`src/rv_pkg.sv`:
```
package rv_pkg;

    localparam int XLEN = 64;

    typedef logic [XLEN-1:0] xlen_t;     // data word
    typedef logic [XLEN-1:0] pc_t;       // instruction address
    typedef logic [31:0]     instr_t;
    typedef logic [4:0]      reg_addr_t;

    // ADD must stay at zero so an all-zero bundle is a bubble
    typedef enum logic [3:0] {
        ADD    = 4'd0,
        SUB    = 4'd1,
        SLL    = 4'd2,
        SLT    = 4'd3,
        SLTU   = 4'd4,
        XOR    = 4'd5,
        SRL    = 4'd6,
        SRA    = 4'd7,
        OR     = 4'd8,
        AND    = 4'd9,
        PASS_B = 4'd10   // lui
    } alu_op_e;

    typedef enum logic [2:0] {
        NONE = 3'd0,
        EQ   = 3'd1,
        NE   = 3'd2,
        LT   = 3'd3,
        GE   = 3'd4,
        LTU  = 3'd5,
        GEU  = 3'd6
    } br_op_e;

    typedef enum logic {
        RS1 = 1'b0,
        PC  = 1'b1
    } sel_a_e;

    typedef enum logic {
        RS2 = 1'b0,
        IMM = 1'b1
    } sel_b_e;

    typedef enum logic {
        RUN    = 1'b0,
        SQUASH = 1'b1    // wrong-path slot after a redirect
    } ctrl_state_e;

    typedef struct packed {
        logic      valid;
        alu_op_e   alu_op;
        sel_a_e    sel_a;
        sel_b_e    sel_b;
        br_op_e    br_op;
        logic      jal;
        logic      jalr;
        logic      write_rd;   // low for rd == x0
        reg_addr_t rd;
        xlen_t     rs1_data;
        xlen_t     rs2_data;
        xlen_t     imm;
        pc_t       pc;
    } id_ex_t;

endpackage

```
`src/rv_regfile.sv`:
```
module rv_regfile (
    input  logic              clk_i,
    input  logic              arst_n_i,
    input  rv_pkg::reg_addr_t rs1_addr_i,
    input  rv_pkg::reg_addr_t rs2_addr_i,
    output rv_pkg::xlen_t     rs1_data_o,
    output rv_pkg::xlen_t     rs2_data_o,
    input  logic              we_i,
    input  rv_pkg::reg_addr_t wr_addr_i,
    input  rv_pkg::xlen_t     wr_data_i
);

    rv_pkg::xlen_t regs [1:31];   // no storage for x0

    always_ff @(posedge clk_i or negedge arst_n_i) begin
        if (!arst_n_i) begin
            for (int i = 1; i < 32; i++) begin
                regs[i] <= '0;
            end
        end else if (we_i && wr_addr_i != 5'd0) begin
            regs[wr_addr_i] <= wr_data_i;
        end
    end

    function automatic rv_pkg::xlen_t rd_port(input rv_pkg::reg_addr_t addr);
        if (addr == 5'd0) begin
            rd_port = '0;
        end else if (we_i && wr_addr_i == addr) begin
            rd_port = wr_data_i;   // write-through
        end else begin
            rd_port = regs[addr];
        end
    endfunction

    assign rs1_data_o = rd_port(rs1_addr_i);
    assign rs2_data_o = rd_port(rs2_addr_i);

endmodule

```
`config.mk`:
```
export PLATFORM = sky130hd
export DESIGN_NAME = rv_regfile
export DESIGN_NICKNAME = d
export VERILOG_FILES = /design/src/rv_pkg.sv /design/src/rv_regfile.sv
export SDC_FILE = /design/constraint.sdc
export NUM_CORES = 2
export LEC_CHECK = 0
export ABC_CLOCK_PERIOD_IN_PS = 2500
export BUFFER_PORTS_ARGS = -buffer_cell sky130_fd_sc_hd__buf_2
export CAP_MARGIN = 20
export CORE_UTILIZATION = 35
export DETAILED_ROUTE_END_ITERATION = 10
export PLACE_DENSITY = 0.52
export SLEW_MARGIN = 20
export SYNTH_ARGS = -nofsm -noshare
export SYNTH_HDL_FRONTEND = slang
export SYNTH_SLANG_ARGS = --single-unit
export TNS_END_PERCENT = 30
```
`constraint.sdc`:
```
create_clock -name clk_i -period 2.5 [get_ports clk_i]
set_input_delay 0.25 -clock clk_i [delete_from_list [all_inputs] [get_ports clk_i]]
set_output_delay 0.25 -clock clk_i [all_outputs]
set_load 0.03 [all_outputs]
```
==> metrics.csv <==
metric,value,unit
status,"finished, violations left",
violated checks,setup timing,
grt total ovfl,0,
Logic pwr share,0.232,
IO buf count,209,
Crit path buffers/inverters,1,
Storage cell area,49600,µm²
Pleak,0.0564,µW
Hold WC Path Type,in -> reg,
Die Area,309000,µm²
"critical path fanouts, max",2,
Vias,75091,
max FFs per register,1984,
crit-path max cell delay,0.49,ns
Finish-stage setup viols,128,
WS Path Type,reg -> out,
Synth Cell Area,107000,µm²
Post-synth EDFFs,0,
"Avg Cell Area, Syn",14.2,µm²
Tmin final,3.33,ns
router iterations before antenna repair,6,
Regs by FF count,regs (1984),
Max Clock Freq,300,MHz
largest area contributor in the netlist,dfrtp_1,
Slew Limit Fails,0,
CTS tree,built,
layout filler cell count,27561,
crit start category,flip-flop,
Rel. slew slack,0.373,
Clk pwr share,0.338,
critical path's slowest cell,mux4_2,
CTS Sinks,1984,
Crit. End Element,primary output,
DRT Wirelength,410,mm
maximum vdd ir drop,0.611,mV
GRT Total Usage,0.264,
ys flop type,dfrtp_1,
share of cells above drive strength 1,0.588,
unrepaired setup endpoints after global routing,yes,
Yosys top cell area share,0.463,
Iter 0 DRT Violations,6953,
Detailed Place HPWL,265,mm
drt drc,0,
"Seq/Total Area, Yosys",0.463,
CP Cell Sequence,mux4_2 -> a22o_1 -> a221o_1 -> a211oi_4 -> nor3_4 -> buf_6,
Area Growth Syn to Fin,22.7,%
root buf cell,clkbuf_16,
die width,556,µm
Yosys warning count,0,
# H-tree levels,4,
Final nets,8255,
Seq pwr share,0.430,
synth top area cells,"dfrtp_1 46%, mux2_2 23%, mux4_2 17%, clkbuf_1 1.7%, mux2i_1 1.3%",
initial antenna violation count,14,
WHS,0.0584,ns
"Core Util, Final",0.433,
WL/cell,33.0,µm
Sw Ratio,0.286,
CTS Buffer Depth,4,
Post-synth ARST share,1.00,
Slew @ Worst Pin,0.939,ns
area of the core,304000,µm²
Cells after Synth,7532,
Worst EP required,2.25,ns
#FFs+latches synth,1984,
crit path DAT,3.08,ns
Final Hold Viols,0,
worst clock skew,0,ns
"Clk pin slew, worst setup/hold paths",0.06,ns
library cells used by synthesis,45,
Die Y-Extent,556,µm
drt via density,6.04,
Final ANT Viol Nets,0,
row count,202,
first-pass GRT wire length,590,mm
CTS Buf Count,227,
area of the multi-input gates,55600,µm²
post-route clock period utilization,1.33,
vias in the first global route,78499,
PnR worst setup slack,-0.833,ns
P_sw,28700,µW
I/O pin count,210,
Clock Latency Late Sink,0.91,ns
max-cap violations,0,
Syn Nets,7614,
Int Power,71500,µW
largest net degree at the start of global routing,137,
most flop-heavy register,regs,
Cell Pwr Density,762,nW/µm²
CP top delay family,compound AO/OA/AOI/OAI gates,
initial core utilization,0.353,
Placer Congestion,0.840,
what timing repair did:
| action | in CTS | in global routing |
|---|---|---|
| pin swaps | 146 | 73 |
| resized for setup | 366 | 120 |
| buffers inserted | 41 | 13 |
| hold buffers | 48 | 0 |
| endpoints found under the setup margin | 128 | 128 |
| endpoints found under the hold margin | 2715 | 0 |
layout by cell type (no fill, tap or decap), types with 25 or more instances in the layout:
master	Yosys	layout
a211oi_1	134	88
o21ai_0	142	120
clkbuf_16	0	228
nor3_1	128	30
clkbuf_8	0	59
a22o_1	41	41
o22ai_1	36	25
nand2_1	140	123
buf_6	43	64
a221oi_1	95	89
clkinv_2	0	40
buf_12	0	342
a22oi_1	55	38
clkbuf_1	479	50
nor2b_1	68	66
a21oi_1	91	76
mux2_2	2183	2183
dfrtp_1	1984	1984
buf_2	251	94
o221ai_1	30	30
mux4_2	827	827
dlygate4sd3_1	0	48
nor3_2	0	74
mux2i_1	141	114
a221o_1	41	41
a31oi_1	42	42
nor2_1	352	325
a211oi_2	25	63
nor4_1	67	57
buf_4	31	691
power groups by stage:
stage                     combinational (µW)  clock, µW  sequential [µW]
after floorplan                        15600          0            41700
after global placement                 21700          0            43000
after detailed placement               22100          0            43500
after CTS                              23100      34500            42900
after global routing                   24700      35800            43900
final                                  23300      33900            43100
cell type report:
| type | instances | area share |
|---|---|---|
| repair buffers | 1245 | 0.105 |
| clock buffers | 337 | 0.0509 |
| well taps | 4080 | 0.0388 |
| inverters | 2 | 0.000114 |
| diodes | 8 | 0.000152 |
| multi-input cells | 4713 | 0.423 |
| clock inverters | 68 | 0.00543 |
| flip-flops and latches | 1984 | 0.377 |
synthesized netlist by cell type, types with 43 or more instances:
cell,number
buf_6,43
nand2_1,140
dfrtp_1,1984
mux2i_1,141
mux4_2,827
a221oi_1,95
a21oi_1,91
o21ai_0,142
clkbuf_1,479
nor4_1,67
nor3_1,128
a22oi_1,55
nor2b_1,68
mux2_2,2183
nor2_1,352
buf_2,251
a211oi_1,134
metrics by stage:
step	TNS, ns	setup slack (ns)	total power (µW)	instances	area [µm²]
after floorplan	-1.24	-0.0412	57400	7532	107000
after global placement	-70.46	-0.780	64700	11958	122000
after detailed placement	-71.89	-0.798	65600	11958	122000
after CTS	-66.76	-0.857	100000	12423	131000
after global routing	-68.51	-0.869	104000	12431	132000
final	-56.72	-0.833	100000	12437	132000
metal layers:
layer | up-vias | global-route usage | routed length [µm]
met5 | - | 0 | 82
met1 | 40927 | 0.358 | 173000
met2 | 3055 | 0.421 | 192000
li1 | 30265 | - | -
met3 | 832 | 0.0444 | 27000
met4 | 12 | 0.104 | 18200
path summary, 6_finish.rpt:
path | slack [ns] | from | end | cells after the start
setup / recovery | -0.83 | regs[74] | rs1_data_o[10] | 6
hold / removal | 0.06 | wr_data_i[27] | regs[1691] | 2
setup reg to reg | 1.48 | regs[9] | regs[9] | 3
hold reg to reg | 0.52 | regs[1387] | regs[1387] | 1
max in group asynchronous | 1.46 | arst_n_i | regs[941] | 4
min in group asynchronous | 0.11 | arst_n_i | regs[1221] | 3
worst reg2reg max path, stage by stage (launching register included):
cell and delay (ns):
dfrtp_1 0.39, buf_4 0.13, buf_4 0.13, mux2_2 0.25
cells by family after synthesis:
family / synth area share
AOI/OAI and AO/OA: 0.0497
xor gates and xnor gates: 0.000817
buffers and inverters: 0.0362
muxes: 0.416
and+or+nand+nor: 0.0343
DFF: 0.463
No activity file was read; power rests on OpenSTA's default activity.
