File: src/rv_pkg.sv
package rv_pkg;

    localparam int XLEN = 64;

    typedef logic [XLEN-1:0] xlen_t;     // data word
    typedef logic [XLEN-1:0] pc_t;       // instruction address
    typedef logic [31:0]     instr_t;
    typedef logic [4:0]      reg_addr_t;

    // ADD must stay at zero so an all-zero bundle is a bubble
    typedef enum logic [3:0] {
        ADD    = 4'd0,
        SUB    = 4'd1,
        SLL    = 4'd2,
        SLT    = 4'd3,
        SLTU   = 4'd4,
        XOR    = 4'd5,
        SRL    = 4'd6,
        SRA    = 4'd7,
        OR     = 4'd8,
        AND    = 4'd9,
        PASS_B = 4'd10   // lui
    } alu_op_e;

    typedef enum logic [2:0] {
        NONE = 3'd0,
        EQ   = 3'd1,
        NE   = 3'd2,
        LT   = 3'd3,
        GE   = 3'd4,
        LTU  = 3'd5,
        GEU  = 3'd6
    } br_op_e;

    typedef enum logic {
        RS1 = 1'b0,
        PC  = 1'b1
    } sel_a_e;

    typedef enum logic {
        RS2 = 1'b0,
        IMM = 1'b1
    } sel_b_e;

    typedef enum logic {
        RUN    = 1'b0,
        SQUASH = 1'b1    // wrong-path slot after a redirect
    } ctrl_state_e;

    typedef struct packed {
        logic      valid;
        alu_op_e   alu_op;
        sel_a_e    sel_a;
        sel_b_e    sel_b;
        br_op_e    br_op;
        logic      jal;
        logic      jalr;
        logic      write_rd;   // low for rd == x0
        reg_addr_t rd;
        xlen_t     rs1_data;
        xlen_t     rs2_data;
        xlen_t     imm;
        pc_t       pc;
    } id_ex_t;

endpackage

File: src/rv_id_ex_reg.sv
module rv_id_ex_reg (
    input  logic           clk_i,
    input  logic           arst_n_i,
    input  logic           flush_i,
    input  logic           hold_i,
    input  rv_pkg::id_ex_t bundle_i,
    output rv_pkg::id_ex_t bundle_o
);

    // clear beats hold, hold beats load
    always_ff @(posedge clk_i or negedge arst_n_i) begin
        if (!arst_n_i) begin
            bundle_o <= '0;
        end else if (flush_i) begin
            bundle_o <= '0;        // bubble
        end else if (!hold_i) begin
            bundle_o <= bundle_i;
        end
    end

endmodule

File: config.mk
export PLATFORM = sky130hd
export DESIGN_NAME = rv_id_ex_reg
export DESIGN_NICKNAME = d
export VERILOG_FILES = /design/src/rv_pkg.sv /design/src/rv_id_ex_reg.sv
export SDC_FILE = /design/constraint.sdc
export NUM_CORES = 1
export LEC_CHECK = 0
export BUFFER_PORTS_ARGS = -buffer_cell sky130_fd_sc_hd__clkbuf_2
export CAP_MARGIN = 20
export CORE_AREA = 2 2 218 220
export DETAILED_ROUTE_END_ITERATION = 8
export DIE_AREA = 0 0 220 222
export SLEW_MARGIN = 20
export SYNTH_ARGS = -nofsm -noshare
export SYNTH_HDL_FRONTEND = slang
export SYNTH_SLANG_ARGS = --single-unit
export TNS_END_PERCENT = 20
File: constraint.sdc
create_clock -name clk_i -period 1.86 [get_ports clk_i]
set_input_delay 0.186 -clock clk_i [delete_from_list [all_inputs] [get_ports clk_i]]
set_output_delay 0.186 -clock clk_i [all_outputs]
set_load 0.05 [all_outputs]
==> flow_summary_export.csv, run 1 <==
group,metric,value,unit
power_and_ir_drop,p_leak,10.2,nW
logic_synthesis,synth_top_cell_by_area,"dfrtp_1",
run_status,status,"completed",
setup_path,end_kind,"output port",
setup_path,critPathMaxFanout,2,
sta,tns,0,ps
setup_path,crit_path_start,"bundle_o[199]",
drt,via_count,9913,
sta,finalCriticalPeriod,1490,ps
setup_path,cp.arrival,1300,ps
sta,fin_crit_sh,0.801,
drt,wl,36.2,mm
setup_path,r2r_cells,2,
grt,antenna_found_initial,0,
final_layout,top_regs,"bundle_o (274)",
power_and_ir_drop,ir_drop,657,uV
sta,setup_viol,0,
logic_synthesis,syn_area_per_cell,12.7,um^2
drt,via_per_inst,4.19,
final_layout,final_net_count,2013,
setup_path,critPathRequiredTime,1670,ps
grt,grt_max_degree,61,
setup_path,worst-path-stages,1,
clocking,htreeDepth,1,
logic_synthesis,synth.cell_area,11300,um^2
logic_synthesis,ys_ff_latch,274,
setup_path,reg2reg_slack,1060,ps
clocking,cts_tree,"built",
logic_synthesis,syn_inst,883,
logic_synthesis,ys_seq_area_frac,0.609,
final_layout,areaGrowthSynthToFinish,65.2,%
setup_path,crit_family,"flip-flops",
drt,drc_errors,0,
setup_path,r2r_start,"bundle_o[115]",
final_layout,largest_reg_flops,274,
drt,first_pass_iters,5,
final_layout,fin_area,18600,um^2
floorplanning,ios,552,
grt,grt_util_all_layers,0.142,
power_and_ir_drop,powerDensity,886,nW/um^2
sta,fin_worst_skew,0,ps
logic_synthesis,netlist.area_leader.share,0.609,
drt,ant_nets,0,
clocking,cts.sinks,274,
sta,rsz0062_at_grt,"false",
floorplanning,die_w,220,um
sta,finalMaxSlewViolations,0,
logic_synthesis,syn_nets,1161,
floorplanning,core_area,46300,um^2
drt,wl_met2,18.9,mm
worst_hold_path,hold_class,"in2reg",
placed_design,hpwl,24.5,mm
setup_path,cpMaxStageDelayCell,"dfrtp_1",
flow_run,cap_violations,0,
drt,routedWlPerCell,15.3,um
grt,grt_pass1_vias,10700,
sta,max_slew_margin,0.634,
clocking,cts_buffers,30,
sta,tightest_slew,549,ps
setup_path,endpoint,"bundle_o[199]",
floorplanning,row_count,79,
placed_design,io_buffer_count,551,
setup_path,crit_buf_inv,1,
sta,finalHoldViolations,0,
setup_path,critical_path_class,"reg2out",
floorplanning,start_util,0.243,
drt,met1Wirelength,13.5,mm
setup_path,startpoint_type,"flip-flop",
clocking,clk_pin_slew_worst_paths,60,ps
drt,drtIter0Drc,370,
sta,fmax,672,MHz
drt,wl_met3,2.67,mm
logic_synthesis,yosysWarningCount,0,
setup_path,cpPeakStageDelay,420,ps
placed_design,gp_congestion,0.829,
placed_design,place_area,14700,um^2
drt,top_layer_used,"met4",
final_layout,top_register,"bundle_o",
final_layout,drive_gt1_frac,0.375,
final_layout,num_antenna_cells,0,
floorplanning,dieArea,48800,um^2
floorplanning,chipHeight,222,um
setup_path,worstReg2RegEnd,"bundle_o[115]",
clocking,post_cts_buffers,0,
logic_synthesis,yosys-top-cells-area,"dfrtp_1 61%, mux2i_1 24%, nor2_1 9.1%, buf_8 2.7%, buf_12 1.6%",
clocking,root_buffer,"clkbuf_16",
logic_synthesis,synth_cell_types,9,
setup_path,crit_chain,"clkbuf_2",
grt,grt_pass1_wl,55.8,mm
clocking,insertion_delay,550,ps
clocking,clock_tree.buffer_depth,3,
grt,grt_overflow_total,0,
[logic make-up (layout without fill, tap and decap cells)]
| group | count (synthesis) | count (layout) | share of synthesized area |
|---|---|---|---|
| simple gates | 274 | 274 | 0.0914 |
| flops | 274 | 274 | 0.609 |
| buf+inv | 61 | 937 | 0.0557 |
| mux | 274 | 274 | 0.244 |
[synth_stat cells]
cell type  count
nor2_1       274
mux2i_1      274
buf_8         20
buf_4          1
clkbuf_1      18
buf_6          1
buf_12         9
dfrtp_1      274
buf_2         12
[through the flow]
step            util  power (mW)  std cells  setup slack (ps)  hold slack, ps
6_report       0.402        16.5       2366               371            91.1
5_1_grt        0.402        17.2       2366               329            65.7
4_1_cts        0.402        16.7       2366               336            41.6
3_5_place_dp   0.319        9.58       2035               493             145
3_3_place_gp   0.319        9.54       2035               541             146
2_1_floorplan      -        8.57        883               912            -110
[final cells by class]
class | instances | area, um^2
Fill cell | 4274 | 27700
Sequential cell | 274 | 6860
Timing Repair Buffer | 881 | 6100
Multi-Input combinational cell | 548 | 3770
Clock buffer | 39 | 845
Tap cell | 607 | 759
Clock inverter | 17 | 255
[power breakdown]
group	switching [mW]	leakage (nW)	total (mW)	internal [mW]
Clock	2.48	0.540	6.52	4.03
Sequential	0.202	3.64	6.50	6.30
Combinational	2.21	5.98	3.46	1.25
[metal layers]
layer,vias to the layer above,global-route usage
li1,4641,-
met1,4797,0.154
met2,404,0.263
met3,71,0.0332
met4,0,0.0517
met5,-,0
[how the worst min path moves through the flow]
stage	startpoint	end	slack, ps	cells after the start
after floorplan	arst_n_i	bundle_o[0]	-110	0
after global placement	arst_n_i	bundle_o[53]	150	1
after detailed placement	arst_n_i	bundle_o[53]	140	1
after CTS	hold_i	bundle_o[152]	40	3
after global routing	hold_i	bundle_o[133]	70	3
final	hold_i	bundle_o[187]	90	3
[placed cells by master, fill, tap and decap left out, drive strengths merged]
cell type	Yosys	layout
nor2	274	274
inv	0	1
bufinv	0	6
dfrtp	274	274
clkbuf	18	588
clkinv	0	8
clkinvlp	0	2
buf	43	57
mux2i	274	274
dlygate4sd3	0	275
[repair_timing]
action	in CTS	in global routing
hold buffers	275	0
hold endpoints to repair	541	0
resized for setup	0	0
(Power assumes the default switching activity.)
==> run 2: changes to the inputs <==
==> constraint.sdc (replaced) <==
create_clock -name clk_i -period 1.35 [get_ports clk_i]
set_input_delay 0.135 -clock clk_i [delete_from_list [all_inputs] [get_ports clk_i]]
set_output_delay 0.135 -clock clk_i [all_outputs]
set_load 0.05 [all_outputs]
==> run 2 against run 1 <==
Wire length is 0.62% higher. Cell count is 0.51% higher. Clock skew did not move. Register-to-register slack got worse by 500 ps. Power is 38% higher. Largest cell class unchanged.
==> flow_summary_export.csv, run 2 (synthesized netlist as in run 1, its figures left out) <==
group,metric,value,unit
run_status,status,"completed",
setup_path,cpPeakStageDelay,370,ps
placed_design,gp_congestion,0.793,
sta,finalCriticalPeriod,1310,ps
setup_path,critPathRequiredTime,1220,ps
setup_path,r2r_start,"bundle_o[75]",
final_layout,num_antenna_cells,0,
floorplanning,start_util,0.243,
final_layout,top_register,"bundle_o",
power_and_ir_drop,power,22.8,mW
setup_path,end_kind,"output port",
flow_run,cap_violations,0,
grt,grt_pass1_wl,56.7,mm
final_layout,top_regs,"bundle_o (274)",
worst_hold_path,hold_class,"in2async",
setup_path,critPathMaxFanout,2,
power_and_ir_drop,seqPwrFrac,0.393,
sta,max_slew_margin,0.647,
final_layout,final_common_cell,"clkbuf_2",
sta,finalMaxSlewViolations,0,
grt,antenna_found_initial,0,
setup_path,crit_chain,"buf_2",
setup_path,r2r_cells,2,
drt,via_per_inst,4.21,
placed_design,hpwl,24.9,mm
power_and_ir_drop,p_leak,10.3,nW
final_layout,areaGrowthSynthToFinish,67.8,%
final_layout,final_net_count,2024,
drt,via_count,10000,
sta,setup_viol,0,
clocking,htreeDepth,2,
floorplanning,row_count,79,
setup_path,reg2reg_slack,560,ps
grt,grt_max_degree,65,
floorplanning,die_w,220,um
floorplanning,ios,552,
clocking,root_buffer,"clkbuf_16",
clocking,cts_tree,"built",
drt,drtIter0Drc,403,
placed_design,io_buffer_count,551,
setup_path,cp.arrival,1180,ps
power_and_ir_drop,intPower,16.0,mW
final_layout,multi_input_area,3770,um^2
sta,rsz0062_at_grt,"false",
final_layout,largest_reg_flops,274,
power_and_ir_drop,pwr-share-comb,0.214,
sta,tns,0,ps
clocking,clock_tree.buffer_depth,3,
grt,grt_util_all_layers,0.145,
clocking,clk_pin_slew_worst_paths,50,ps
setup_path,startpoint_type,"flip-flop",
clocking,cts_buffers,34,
setup_path,worstReg2RegEnd,"bundle_o[75]",
clocking,post_cts_buffers,0,
sta,tightest_slew,530,ps
grt,grt_pass1_vias,11000,
final_layout,layout_common_cells,"424 x clkbuf_2, 275 x dlygate4sd3_1, 274 x mux2i_1, 274 x nor2_1, 274 x dfrtp_1",
final_layout,drive_gt1_frac,0.377,
setup_path,crit_family,"flip-flops",
grt,grt_overflow_total,0,
sta,fin_worst_skew,0,ps
setup_path,crit_buf_inv,1,
setup_path,crit_path_start,"bundle_o[57]",
drt,first_pass_iters,4,
power_and_ir_drop,p_switching,6.79,mW
placed_design,place_area,14900,um^2
floorplanning,core_area,46300,um^2
clocking,cts.sinks,274,
final_layout,fin_area,18900,um^2
final_layout,fillers,4312,
clocking,insertion_delay,510,ps
setup_path,critical_path_class,"reg2out",
power_and_ir_drop,powerDensity,1210,nW/um^2
sta,fmax,763,MHz
floorplanning,dieArea,48800,um^2
power_and_ir_drop,ir_drop,877,uV
power_and_ir_drop,clock_power_share,0.393,
sta,finalHoldViolations,0,
drt,ant_nets,0,
drt,drc_errors,0,
sta,fin_crit_sh,0.971,
drt,wl,36.5,mm
drt,routedWlPerCell,15.3,um
final_layout,ff_latch_area,6860,um^2
power_and_ir_drop,switching_share,0.298,
setup_path,cpMaxStageDelayCell,"dfrtp_1",
floorplanning,chipHeight,222,um
==> run 2: cell types whose count changed in the layout (fill, tap and decap cells not counted), sizes merged <==
cell,previous run,this run
bufinv,6,0
clkbuf,588,521
clkinv,8,7
buf,57,145
inv,1,0
clkinvlp,2,1
==> run 2: final cells by class <==
cell class	instances	share of cell area
clock buffer	53	0.0570
tap	607	0.0402
clock inverter	8	0.00225
multi-input combinational	548	0.200
timing repair buffer	888	0.338
sequential	274	0.363
==> run 2: power groups by stage <==
stage | sequential, mW | clock, mW | combinational (mW)
floorplan | 10.7 | 0 | 1.11
global placement | 9.08 | 0 | 4.12
detailed placement | 9.09 | 0 | 4.16
CTS | 8.96 | 9.25 | 4.85
global route | 9.00 | 9.59 | 5.15
finish | 8.95 | 8.94 | 4.86
==> run 2: worst max-delay path by stage <==
stage	to	slack, ps	cells after the start
floorplan	bundle_o[128]	430	2
global placement	bundle_o[260]	240	4
detailed placement	bundle_o[212]	220	4
CTS	bundle_o[85]	0.2	1
global route	bundle_o[70]	0.1	1
finish	bundle_o[57]	40	1
==> run 2: stage by stage <==
step	utilization	cells	hold WS [ps]	setup WS (ps)
floorplan	-	883	-161	434
global placement	0.322	2042	-7.48	243
detailed placement	0.322	2042	-5.63	221
CTS	0.407	2378	16.1	0.230
global route	0.408	2378	40.0	0.124
finish	0.408	2378	52.7	39.4
==> run 2: routing by layer <==
layer  share of wire  GRT usage
met1            0.36      0.152
met2            0.52      0.265
met3           0.078     0.0432
met4           0.037     0.0600
met5               0          0
==> run 2: what timing repair did <==
item | 4_1_cts | 5_1_grt
gates resized for setup | 35 | 105
setup endpoints to repair | 31 | 93
endpoints found under the hold margin | 548 | 0
hold buffers | 275 | 0
