File: src/rv_pkg.sv
package rv_pkg;

    localparam int XLEN = 64;

    typedef logic [XLEN-1:0] xlen_t;     // data word
    typedef logic [XLEN-1:0] pc_t;       // instruction address
    typedef logic [31:0]     instr_t;
    typedef logic [4:0]      reg_addr_t;

    // ADD must stay at zero so an all-zero bundle is a bubble
    typedef enum logic [3:0] {
        ADD    = 4'd0,
        SUB    = 4'd1,
        SLL    = 4'd2,
        SLT    = 4'd3,
        SLTU   = 4'd4,
        XOR    = 4'd5,
        SRL    = 4'd6,
        SRA    = 4'd7,
        OR     = 4'd8,
        AND    = 4'd9,
        PASS_B = 4'd10   // lui
    } alu_op_e;

    typedef enum logic [2:0] {
        NONE = 3'd0,
        EQ   = 3'd1,
        NE   = 3'd2,
        LT   = 3'd3,
        GE   = 3'd4,
        LTU  = 3'd5,
        GEU  = 3'd6
    } br_op_e;

    typedef enum logic {
        RS1 = 1'b0,
        PC  = 1'b1
    } sel_a_e;

    typedef enum logic {
        RS2 = 1'b0,
        IMM = 1'b1
    } sel_b_e;

    typedef enum logic {
        RUN    = 1'b0,
        SQUASH = 1'b1    // wrong-path slot after a redirect
    } ctrl_state_e;

    typedef struct packed {
        logic      valid;
        alu_op_e   alu_op;
        sel_a_e    sel_a;
        sel_b_e    sel_b;
        br_op_e    br_op;
        logic      jal;
        logic      jalr;
        logic      write_rd;   // low for rd == x0
        reg_addr_t rd;
        xlen_t     rs1_data;
        xlen_t     rs2_data;
        xlen_t     imm;
        pc_t       pc;
    } id_ex_t;

endpackage

File: src/rv_decoder.sv
module rv_decoder (
    input  rv_pkg::instr_t    instr_i,
    input  rv_pkg::pc_t       pc_i,
    input  logic              valid_i,
    output rv_pkg::reg_addr_t rs1_addr_o,
    output rv_pkg::reg_addr_t rs2_addr_o,
    input  rv_pkg::xlen_t     rs1_data_i,
    input  rv_pkg::xlen_t     rs2_data_i,
    output rv_pkg::id_ex_t    bundle_o
);

    localparam logic [6:0] OPC_OP     = 7'b0110011;
    localparam logic [6:0] OPC_OP_IMM = 7'b0010011;
    localparam logic [6:0] OPC_LUI    = 7'b0110111;
    localparam logic [6:0] OPC_AUIPC  = 7'b0010111;
    localparam logic [6:0] OPC_JAL    = 7'b1101111;
    localparam logic [6:0] OPC_JALR   = 7'b1100111;
    localparam logic [6:0] OPC_BRANCH = 7'b1100011;

    logic [6:0]    opcode;
    logic [2:0]    funct3;
    logic [6:0]    funct7;
    logic          wr_en;
    rv_pkg::xlen_t imm_i, imm_u, imm_b, imm_j;

    assign opcode = instr_i[6:0];
    assign funct3 = instr_i[14:12];
    assign funct7 = instr_i[31:25];

    assign rs1_addr_o = instr_i[19:15];
    assign rs2_addr_o = instr_i[24:20];

    assign imm_i = {{52{instr_i[31]}}, instr_i[31:20]};
    assign imm_u = {{32{instr_i[31]}}, instr_i[31:12], 12'b0};
    assign imm_b = {{51{instr_i[31]}}, instr_i[31], instr_i[7], instr_i[30:25],
                    instr_i[11:8], 1'b0};
    assign imm_j = {{43{instr_i[31]}}, instr_i[31], instr_i[19:12], instr_i[20],
                    instr_i[30:21], 1'b0};

    function automatic rv_pkg::alu_op_e alu_sel(input logic [2:0] f3, input logic alt);
        case (f3)
            3'b000:  alu_sel = alt ? rv_pkg::SUB : rv_pkg::ADD;
            3'b001:  alu_sel = rv_pkg::SLL;
            3'b010:  alu_sel = rv_pkg::SLT;
            3'b011:  alu_sel = rv_pkg::SLTU;
            3'b100:  alu_sel = rv_pkg::XOR;
            3'b101:  alu_sel = alt ? rv_pkg::SRA : rv_pkg::SRL;
            3'b110:  alu_sel = rv_pkg::OR;
            default: alu_sel = rv_pkg::AND;
        endcase
    endfunction

    always_comb begin
        bundle_o          = '0;
        bundle_o.valid    = valid_i;
        bundle_o.rd       = instr_i[11:7];
        bundle_o.rs1_data = rs1_data_i;
        bundle_o.rs2_data = rs2_data_i;
        bundle_o.pc       = pc_i;
        wr_en             = 1'b0;
        case (opcode)
            OPC_OP: begin
                // sub and sra are the only alternate encodings
                if (funct7 == 7'b0000000 ||
                    (funct7 == 7'b0100000 && (funct3 == 3'b000 || funct3 == 3'b101))) begin
                    wr_en           = 1'b1;
                    bundle_o.alu_op = alu_sel(funct3, funct7[5]);
                end
            end
            OPC_OP_IMM: begin
                // rv64 shifts carry a 6-bit shamt below funct6
                if (funct3 == 3'b001) begin
                    wr_en = (instr_i[31:26] == 6'b000000);
                end else if (funct3 == 3'b101) begin
                    wr_en = (instr_i[31:26] == 6'b000000) || (instr_i[31:26] == 6'b010000);
                end else begin
                    wr_en = 1'b1;
                end
                bundle_o.alu_op = alu_sel(funct3, funct3 == 3'b101 && instr_i[30]);
                bundle_o.sel_b  = rv_pkg::IMM;
                bundle_o.imm    = imm_i;
            end
            OPC_LUI: begin
                wr_en           = 1'b1;
                bundle_o.alu_op = rv_pkg::PASS_B;
                bundle_o.sel_b  = rv_pkg::IMM;
                bundle_o.imm    = imm_u;
            end
            OPC_AUIPC: begin
                wr_en          = 1'b1;
                bundle_o.sel_a = rv_pkg::PC;
                bundle_o.sel_b = rv_pkg::IMM;
                bundle_o.imm   = imm_u;
            end
            OPC_JAL: begin
                wr_en        = 1'b1;
                bundle_o.jal = 1'b1;
                bundle_o.imm = imm_j;
            end
            OPC_JALR: begin
                if (funct3 == 3'b000) begin
                    wr_en         = 1'b1;
                    bundle_o.jalr = 1'b1;
                    bundle_o.imm  = imm_i;
                end
            end
            OPC_BRANCH: begin
                bundle_o.imm = imm_b;
                case (funct3)
                    3'b000:  bundle_o.br_op = rv_pkg::EQ;
                    3'b001:  bundle_o.br_op = rv_pkg::NE;
                    3'b100:  bundle_o.br_op = rv_pkg::LT;
                    3'b101:  bundle_o.br_op = rv_pkg::GE;
                    3'b110:  bundle_o.br_op = rv_pkg::LTU;
                    3'b111:  bundle_o.br_op = rv_pkg::GEU;
                    default: bundle_o.br_op = rv_pkg::NONE;   // no-op
                endcase
            end
            default: ;   // unsupported encodings decode as no-op
        endcase
        bundle_o.write_rd = wr_en && (instr_i[11:7] != 5'd0);
    end

endmodule

File: config.mk
export PLATFORM = sky130hd
export DESIGN_NAME = rv_decoder
export DESIGN_NICKNAME = d
export VERILOG_FILES = /design/src/rv_pkg.sv /design/src/rv_decoder.sv
export SDC_FILE = /design/constraint.sdc
export NUM_CORES = 1
export LEC_CHECK = 0
export BUFFER_PORTS_ARGS = -buffer_cell sky130_fd_sc_hd__buf_4
export CELL_PAD_IN_SITES_DETAIL_PLACEMENT = 1
export CELL_PAD_IN_SITES_GLOBAL_PLACEMENT = 1
export CORE_AREA = 5 5 197 199
export DETAILED_ROUTE_END_ITERATION = 10
export DIE_AREA = 0 0 202 204
export PLACE_DENSITY_LB_ADDON = 0.1
export SLEW_MARGIN = 10
export SYNTH_ARGS = -nofsm -noshare
export SYNTH_HDL_FRONTEND = slang
export SYNTH_SLANG_ARGS = --single-unit
File: constraint.sdc
create_clock -name vclk -period 5.7
set_clock_uncertainty 0.15 [all_clocks]
set_input_delay 0.285 -clock vclk [all_inputs]
set_output_delay 0.285 -clock vclk [all_outputs]
set_load 0.02 [all_outputs]
==> flow_summary.yaml, run 1 <==
status:
  status: "completed"
sta:
  relSlewSlack: 0.350
  finalSetupTns_ns: 0
  setup_viol: 0
  slew_viol_final: 0
  post-route-period-util: 0.547
  rsz0062_at_grt: "no"
  finalCriticalPeriod_ns: 3.12
  hold_viol: 0
  max_freq_mhz: 320
  worst_pin_slew_ns: 0.962
pwr:
  peakVddDrop_uv: 9.47
  p_leak_nw: 1.06
  cellPowerDensity_nw_per_um2: 43.0
worst_setup_path:
  crit_buf_inv: 2
  crit_type: "input pin to primary output"
  slowest_delay_ns: 0.75
  cp_top_family: "compound AO/OA/AOI/OAI gates"
  crit_top_cell: "buf_4"
  critPathLaunchType: "input pin"
  arrival_ns: 2.69
  worstSetupEndpointType: "primary output"
  critical_path.max_fanout: 33
  critPathSlowestCell: "a21o_1"
  required_ns: 5.27
  crit_chain: "buf_4, or3_4, a2111oi_4, o21a_1, a21o_1, buf_4"
synthesis:
  synth_area_um2: 2690
  synth_area_leaders: "buf_4, a21o_1, a2111oi_4"
  yosysTopAreaCellShare: 0.679
  yosysUniqueCellTypes: 47
  synth.avg_cell_area_um2: 7.48
  synth_cells: 359
  ys_warn_count: 0
  ys_seq_area_frac: 0
  synth_top_area_cell: "buf_4"
  syn-num-nets: 584
clock_network:
  cts_hold_buf: 0
  post_cts_resized: 0
  post_cts_buffers: 0
detailed_routing:
  post_drt_wl_per_cell_um: 15.1
  vias: 1616
  wl_um: 10700
  drt-initial-drc-count: 27
  drc: 0
  drt_pass1_iterations: 4
  via_per_inst: 2.28
  antenna_left: 0
placed_design:
  dpl.hpwl_um: 9300
  dpl.cell_count: 708
  gp_congestion: 0.620
  io_buffers: 123
floorplan:
  core_area_um2: 37000
  die_h_um: 204
  rows: 71
  die_area_um2: 41200
  start_util: 0.0725
  fp.dieW_um: 202
  ios: 509
global_route:
  grt_antenna_before_repair: 0
  grt_max_degree: 34
  grt_pass1_vias: 1799
  grt_overflow: 0
  grt_pass1_wl_um: 14300
  track_usage: 0.0466
finish:
  fin_util: 0.0633
  design.seq.count: 0
  post_route_cells_drive_above_1_share: 0.603
  n_fill_cell: 4383
  nNetsFinal: 461
  n_clock_buffer: 0
  instances_no_fill: 709
  multi_input_area_um2: 806
  register_area_um2: 0
  area.growth.synth_to_final_pct: -12.7
flow_run:
  maxCapViolCount: 0
worst_hold_path:
  min_path_type: "input pin to primary output"
[power by group]
group	internal, mW	leakage (nW)	total [mW]	switching, mW
clock network	0.0000000234	0.00000634	0.0000000234	0
registers	0	0	0	0
logic	0.0414	1.06	0.101	0.0593
total	0.0414	1.06	0.101	0.0593
[routing by layer]
| layer | share of wire | vias to the layer above | track usage | wire length (um) |
|---|---|---|---|---|
| met5 | 0 | - | 0 | 0 |
| met1 | 0.36 | 758 | 0.0508 | 3810 |
| met4 | 0.0093 | 0 | 0.00732 | 100 |
| li1 | - | 686 | - | - |
| met2 | 0.52 | 140 | 0.0842 | 5590 |
| met3 | 0.11 | 32 | 0.0221 | 1200 |
[placed cells by master (no fill, tap or decap), drive strengths merged, types with 3 or more instances in the layout]
| master | instances |
|---|---|
| inv | 3 |
| a21oi | 3 |
| a21o | 20 |
| nor2 | 7 |
| o21a | 3 |
| a22o | 4 |
| and3 | 3 |
| nand3 | 4 |
| nor4 | 4 |
| buf | 124 |
| nor3 | 7 |
| nand2 | 6 |
| o21ai | 9 |
| and2 | 6 |
[logic make-up (layout without fill, tap and decap cells)]
logic type | Yosys count | after routing | share of synthesized area
AOI/OAI and AO/OA | 50 | 50 | 0.151
xor gates and xnor gates | 1 | 1 | 0.00326
and+or+nand+nor | 56 | 56 | 0.144
other | 0 | 1 | 0
buffers and inverters | 252 | 127 | 0.702
[worst paths after layout]
kind,slack (ns),startpoint,endpoint,depth (start not counted)
max,2.58,instr_i[13],bundle_o[125],6
min,0.42,rs2_data_i[8],bundle_o[136],0
[metrics by stage]
stage	worst slack (ns)	hold WS [ns]	area, um^2	total power, mW
after global placement	2.52	0.420	2340	0.106
after detailed placement	2.44	0.420	2340	0.105
after CTS	2.42	0.420	2340	0.105
after global routing	2.28	0.420	2340	0.110
final	2.58	0.420	2340	0.101
after floorplan	2.97	0.533	2690	0.257
[cells in the mapped netlist, types with 2 or more instances]
master / instances
inv_1: 3
a21o_1: 20
buf_2: 3
nand2_1: 6
buf_6: 3
a211oi_1: 2
nor3_2: 2
nor4_1: 3
and3_1: 3
or4_1: 2
o21a_1: 3
a31oi_1: 2
o21ai_0: 6
o21ai_1: 3
nand3_1: 3
a21oi_1: 2
a2111oi_4: 2
and2_1: 6
a22o_1: 4
buf_4: 243
nor2_1: 7
nand2b_1: 2
nor3_1: 4
nor2b_1: 2
[final cells by class]
| cell class | count | area share |
|---|---|---|
| repair buffers | 124 | 0.397 |
| well taps | 474 | 0.253 |
| multi-input cells | 107 | 0.344 |
| diodes | 1 | 0.00107 |
| inverters | 3 | 0.00481 |
(Power assumes the default switching activity.)
==> inputs of run 2 (changes only) <==
- clock period: 5.7 -> 2.9 ns (I/O delays scaled with it)
==> run 2 against run 1 <==
  * Global-route usage down 0.14 points
  * Cell area up 1.5%
  * First-iteration DRC count down 19%
  * Critical path depth unchanged
  * Via count up 1.6%
  * Worst setup slack worse by 1.9 ns
  * Final cell count up 0.56%
  * Largest power group unchanged
  * Highest routed layer is now met5
==> flow_summary.yaml, run 2 (synthesis results as in run 1) <==
status:
  status: "completed"
worst_setup_path:
  worstSetupEndpointType: "primary output"
  crit_type: "input pin to primary output"
  required_ns: 2.61
  crit_buf_inv: 2
  cp_top_family: "simple AND/OR/NAND/NOR gates"
  crit_chain: "buf_4, nand3b_1, nor4_2, nor2_1, a31oi_1, buf_4"
  critical_path.max_fanout: 8
  crit_top_cell: "buf_4"
  arrival_ns: 1.88
  slowest_delay_ns: 0.59
  critPathSlowestCell: "nor4_2"
  critPathLaunchType: "input pin"
clock_network:
  cts_hold_buf: 0
  post_cts_resized: 0
  post_cts_buffers: 0
global_route:
  met3_usage: 0.0267
  grt_use_met1: 0.0446
  grt_overflow: 0
  top_usage_layer: "met2"
  grt_pass1_wl_um: 14100
  track_usage: 0.0452
  grt_use_met2: 0.0825
  grt_max_degree: 34
  grt_antenna_before_repair: 3
  grt_pass1_vias: 1841
detailed_routing:
  via_per_inst: 2.30
  drc: 0
  drt-initial-drc-count: 22
  antenna_left: 0
  vias: 1642
  wl_um: 10400
  post_drt_wl_per_cell_um: 14.6
  drt_pass1_iterations: 3
finish:
  design.seq.count: 0
  n_clock_buffer: 0
  post_route_cells_drive_above_1_share: 0.611
  nNetsFinal: 466
  final_common_cell: "buf_4"
  area.growth.synth_to_final_pct: -11.4
  most-common-layout-cells: "buf_4, a21o_1, nor2_1"
  n_fill_cell: 4396
  register_area_um2: 0
  diodes: 0
  instances_no_fill: 713
  multi_input_area_um2: 806
sta:
  max_freq_mhz: 459
  worst_pin_slew_ns: 0.581
  finalSetupTns_ns: 0
  finalCriticalPeriod_ns: 2.18
  post-route-period-util: 0.751
  hold_viol: 0
  worst_slack_ns: 0.723
  slew_viol_final: 0
  rsz0062_at_grt: "no"
  relSlewSlack: 0.609
  setup_viol: 0
floorplan:
  die_h_um: 204
  die_area_um2: 41200
  ios: 509
  core_area_um2: 37000
  rows: 71
  fp.dieW_um: 202
  start_util: 0.0725
worst_hold_path:
  whs_path_depth: 0
  holdPathEnd: "bundle_o[136]"
  hold_start: "rs2_data_i[8]"
  min_path_type: "input pin to primary output"
placed_design:
  io_buffers: 123
  dpl.hpwl_um: 9150
  dp_worst_setup_slack_ns: 0.668
  dpl.cell_count: 713
  gp_congestion: 0.607
pwr:
  cellPowerDensity_nw_per_um2: 83.6
  p_leak_nw: 1.08
  power_mw: 0.199
  peakVddDrop_uv: 21.1
flow_run:
  maxCapViolCount: 0
[run 2: area by class of cell]
type,instances,area share
Inverter,3,0.00473
Multi-Input combinational cell,107,0.339
Tap cell,474,0.249
Timing Repair Buffer,129,0.407
[run 2: metal layers]
layer / up-vias / part of all wire
met5: - / 0.0064
li1: 696 / -
met3: 40 / 0.13
met1: 760 / 0.33
met4: 8 / 0.010
met2: 138 / 0.52
[run 2: stage by stage]
| step | hold WS, ns | instance area, um^2 | util |
|---|---|---|---|
| 3_3_place_gp | 0.140 | 2380 | 0.0642 |
| 3_5_place_dp | 0.140 | 2380 | 0.0642 |
| 2_1_floorplan | 0.253 | 2690 | - |
| 6_report | 0.140 | 2380 | 0.0642 |
| 4_1_cts | 0.140 | 2380 | 0.0642 |
| 5_1_grt | 0.140 | 2380 | 0.0642 |
[run 2: worst max path at each step]
stage,slack (ns),end,cells past startpoint,from
2_1_floorplan,0.45,bundle_o[100],7,instr_i[12]
3_3_place_gp,0.68,bundle_o[261],6,instr_i[4]
3_5_place_dp,0.67,bundle_o[127],7,instr_i[3]
4_1_cts,0.67,bundle_o[127],7,instr_i[3]
5_1_grt,0.59,bundle_o[116],7,instr_i[3]
6_report,0.72,bundle_o[261],6,instr_i[4]
[run 2: report_power, final]
part | switching [mW] | internal [mW]
sequential | 0 | 0
clock | 0 | 0
combinational | 0.116 | 0.0825
total | 0.116 | 0.0825
==> inputs of run 3 (changes only) <==
- ABC_AREA: not set -> 1
- CORE_AREA: 5 5 197 199 -> 5 5 192 194
- DIE_AREA: 0 0 202 204 -> 0 0 197 199
- clock period: 2.9 -> 1.95 ns (I/O delays scaled with it)
==> run 3 against run 2 <==
  * Sequential share of layout area is the same
  * Die area shrank 4.9%
  * Sequential cell count is the same
  * Largest cell class unchanged
==> flow_summary.yaml, run 3 <==
synthesis:
  yosysMostFrequentCell: "buf_4"
  synthTopCellsByCount: "buf_4, nand2_1, nor2_1"
  ys_warn_count: 0
  synth_compound_area_frac: 0.0500
  ys_seq_area_frac: 0
  synth_area_um2: 2630
  synthAdderAreaFrac: 0
  synth.avg_cell_area_um2: 6.51
  synth_top_family_by_area: "buffers and inverters"
  syn-num-nets: 629
  synth_cells: 404
  yosysUniqueCellTypes: 22
  synth_area_leaders: "buf_4, nand2_1, nor2_1"
  synthMuxAreaShare: 0
  synth_xor_xnor_area_share: 0
  yosysTopAreaCellShare: 0.685
  yosys.area_share.simple: 0.212
  synth_top_area_cell: "buf_4"
placed_design:
  io_buffers: 123
  gp_congestion: 0.668
  dp_worst_setup_slack_ns: 0.169
  dpl.hpwl_um: 10400
detailed_routing:
  drt_pass1_iterations: 4
  vias: 1828
  via_per_inst: 2.43
  drc: 0
  post_drt_wl_per_cell_um: 15.2
  antenna_left: 0
  wl_um: 11500
  drt-initial-drc-count: 24
finish:
  register_area_um2: 0
  n_fill_cell: 4282
  n_clock_buffer: 0
  most-common-layout-cells: "buf_4, nand2_1, nor2_1, inv_1, nand3_1"
  diodes: 0
  multi_input_area_um2: 694
  post_route_cells_drive_above_1_share: 0.557
  area.growth.synth_to_final_pct: -9.90
  nNetsFinal: 518
  design.seq.count: 0
  final_common_cell: "buf_4"
floorplan:
  core_area_um2: 35100
  fp.dieW_um: 197
  start_util: 0.0750
  ios: 509
  die_h_um: 199
  rows: 69
  die_area_um2: 39200
pwr:
  power.share.combinational: 1.000
  peakVddDrop_uv: 32.9
  seq_power_share: 0
  cellPowerDensity_nw_per_um2: 112
  switching_share: 0.583
  p_int_mw: 0.111
  power.clock.fraction: 0
  p_sw_mw: 0.155
  p_leak_nw: 1.25
sta:
  finalSetupTns_ns: 0
  relSlewSlack: 0.722
  worst_slack_ns: 0.248
  finalCriticalPeriod_ns: 1.70
  rsz0062_at_grt: "no"
  slew_viol_final: 0
  worst_pin_slew_ns: 0.414
  setup_viol: 0
  max_freq_mhz: 588
  post-route-period-util: 0.873
  hold_viol: 0
worst_setup_path:
  critPathLaunchType: "input pin"
  crit_chain: "buf_4, nand3b_1, nor2_2, inv_2, nand2_2, nand2_2, nand3_1, buf_4"
  required_ns: 1.70
  critPathSlowestCell: "nor2_2"
  worstSetupEndpointType: "primary output"
  slowest_delay_ns: 0.24
  arrival_ns: 1.45
  cp_top_family: "simple AND/OR/NAND/NOR gates"
  crit_type: "input pin to primary output"
  crit_buf_inv: 3
  critical_path.max_fanout: 11
global_route:
  grt_pass1_vias: 2038
  grt_pass1_wl_um: 14900
  grt_max_degree: 34
  grt_antenna_before_repair: 2
  track_usage: 0.0519
  grt_overflow: 0
worst_hold_path:
  min_path_type: "input pin to primary output"
  hold_start: "rs1_data_i[15]"
  holdPathEnd: "bundle_o[207]"
  whs_path_depth: 0
status:
  status: "completed"
clock_network:
  cts_hold_buf: 0
  post_cts_resized: 0
  post_cts_buffers: 0
flow_run:
  maxCapViolCount: 0
[run 3: cell types whose count changed in the layout (fill, tap and decap cells not counted), sizes merged, moves of 6 or more]
cell and delta:
nand2 +56, inv +22, nor2 +22, a21o -20, nand3 +17, and2 -6
o211ai +6, o21ai -6
[run 3: per-layer routing]
| layer | track usage | up-vias | part of all wire |
|---|---|---|---|
| met1 | 0.0461 | 783 | 0.30 |
| li1 | - | 774 | - |
| met3 | 0.0286 | 92 | 0.14 |
| met5 | 0 | - | 0.0018 |
| met2 | 0.0928 | 175 | 0.49 |
| met4 | 0.0303 | 4 | 0.065 |
[run 3: logic make-up (layout without fill, tap and decap cells)]
family	count (synthesis)	after routing
buffers and inverters	270	157
AOI/OAI and AO/OA	14	14
and+or+nand+nor	120	120
[run 3: layout make-up]
class,count,share of cell area
repair buffers,132,0.424
inverters,25,0.0396
well taps,461,0.244
multi-input cells,134,0.293
[run 3: metrics by stage]
step	power [mW]	utilization	std cells	instance area, um^2	hold WS, ns
after floorplan	0.725	-	404	2630	0.158
after global placement	0.280	0.0676	752	2370	0.0451
after detailed placement	0.277	0.0676	752	2370	0.0451
after CTS	0.278	0.0676	752	2370	0.0451
after global routing	0.292	0.0676	752	2370	0.0450
final	0.266	0.0676	752	2370	0.0450
[run 3: how the worst max path moves through the flow]
stage	to	slack, ns	depth (start not counted)	start
2_1_floorplan	bundle_o[100]	0.22	10	instr_i[1]
3_3_place_gp	bundle_o[75]	0.20	10	instr_i[3]
3_5_place_dp	bundle_o[75]	0.17	9	instr_i[1]
4_1_cts	bundle_o[75]	0.17	9	instr_i[1]
5_1_grt	bundle_o[75]	0.06	9	instr_i[1]
6_report	bundle_o[85]	0.25	8	instr_i[5]
[run 3: power by group through the flow]
stage	Sequential (mW)	Clock [mW]	Combinational, mW
finish	0	0	0.266
global route	0	0	0.292
CTS	0	0	0.278
detailed placement	0	0	0.277
global placement	0	0	0.280
floorplan	0	0	0.725
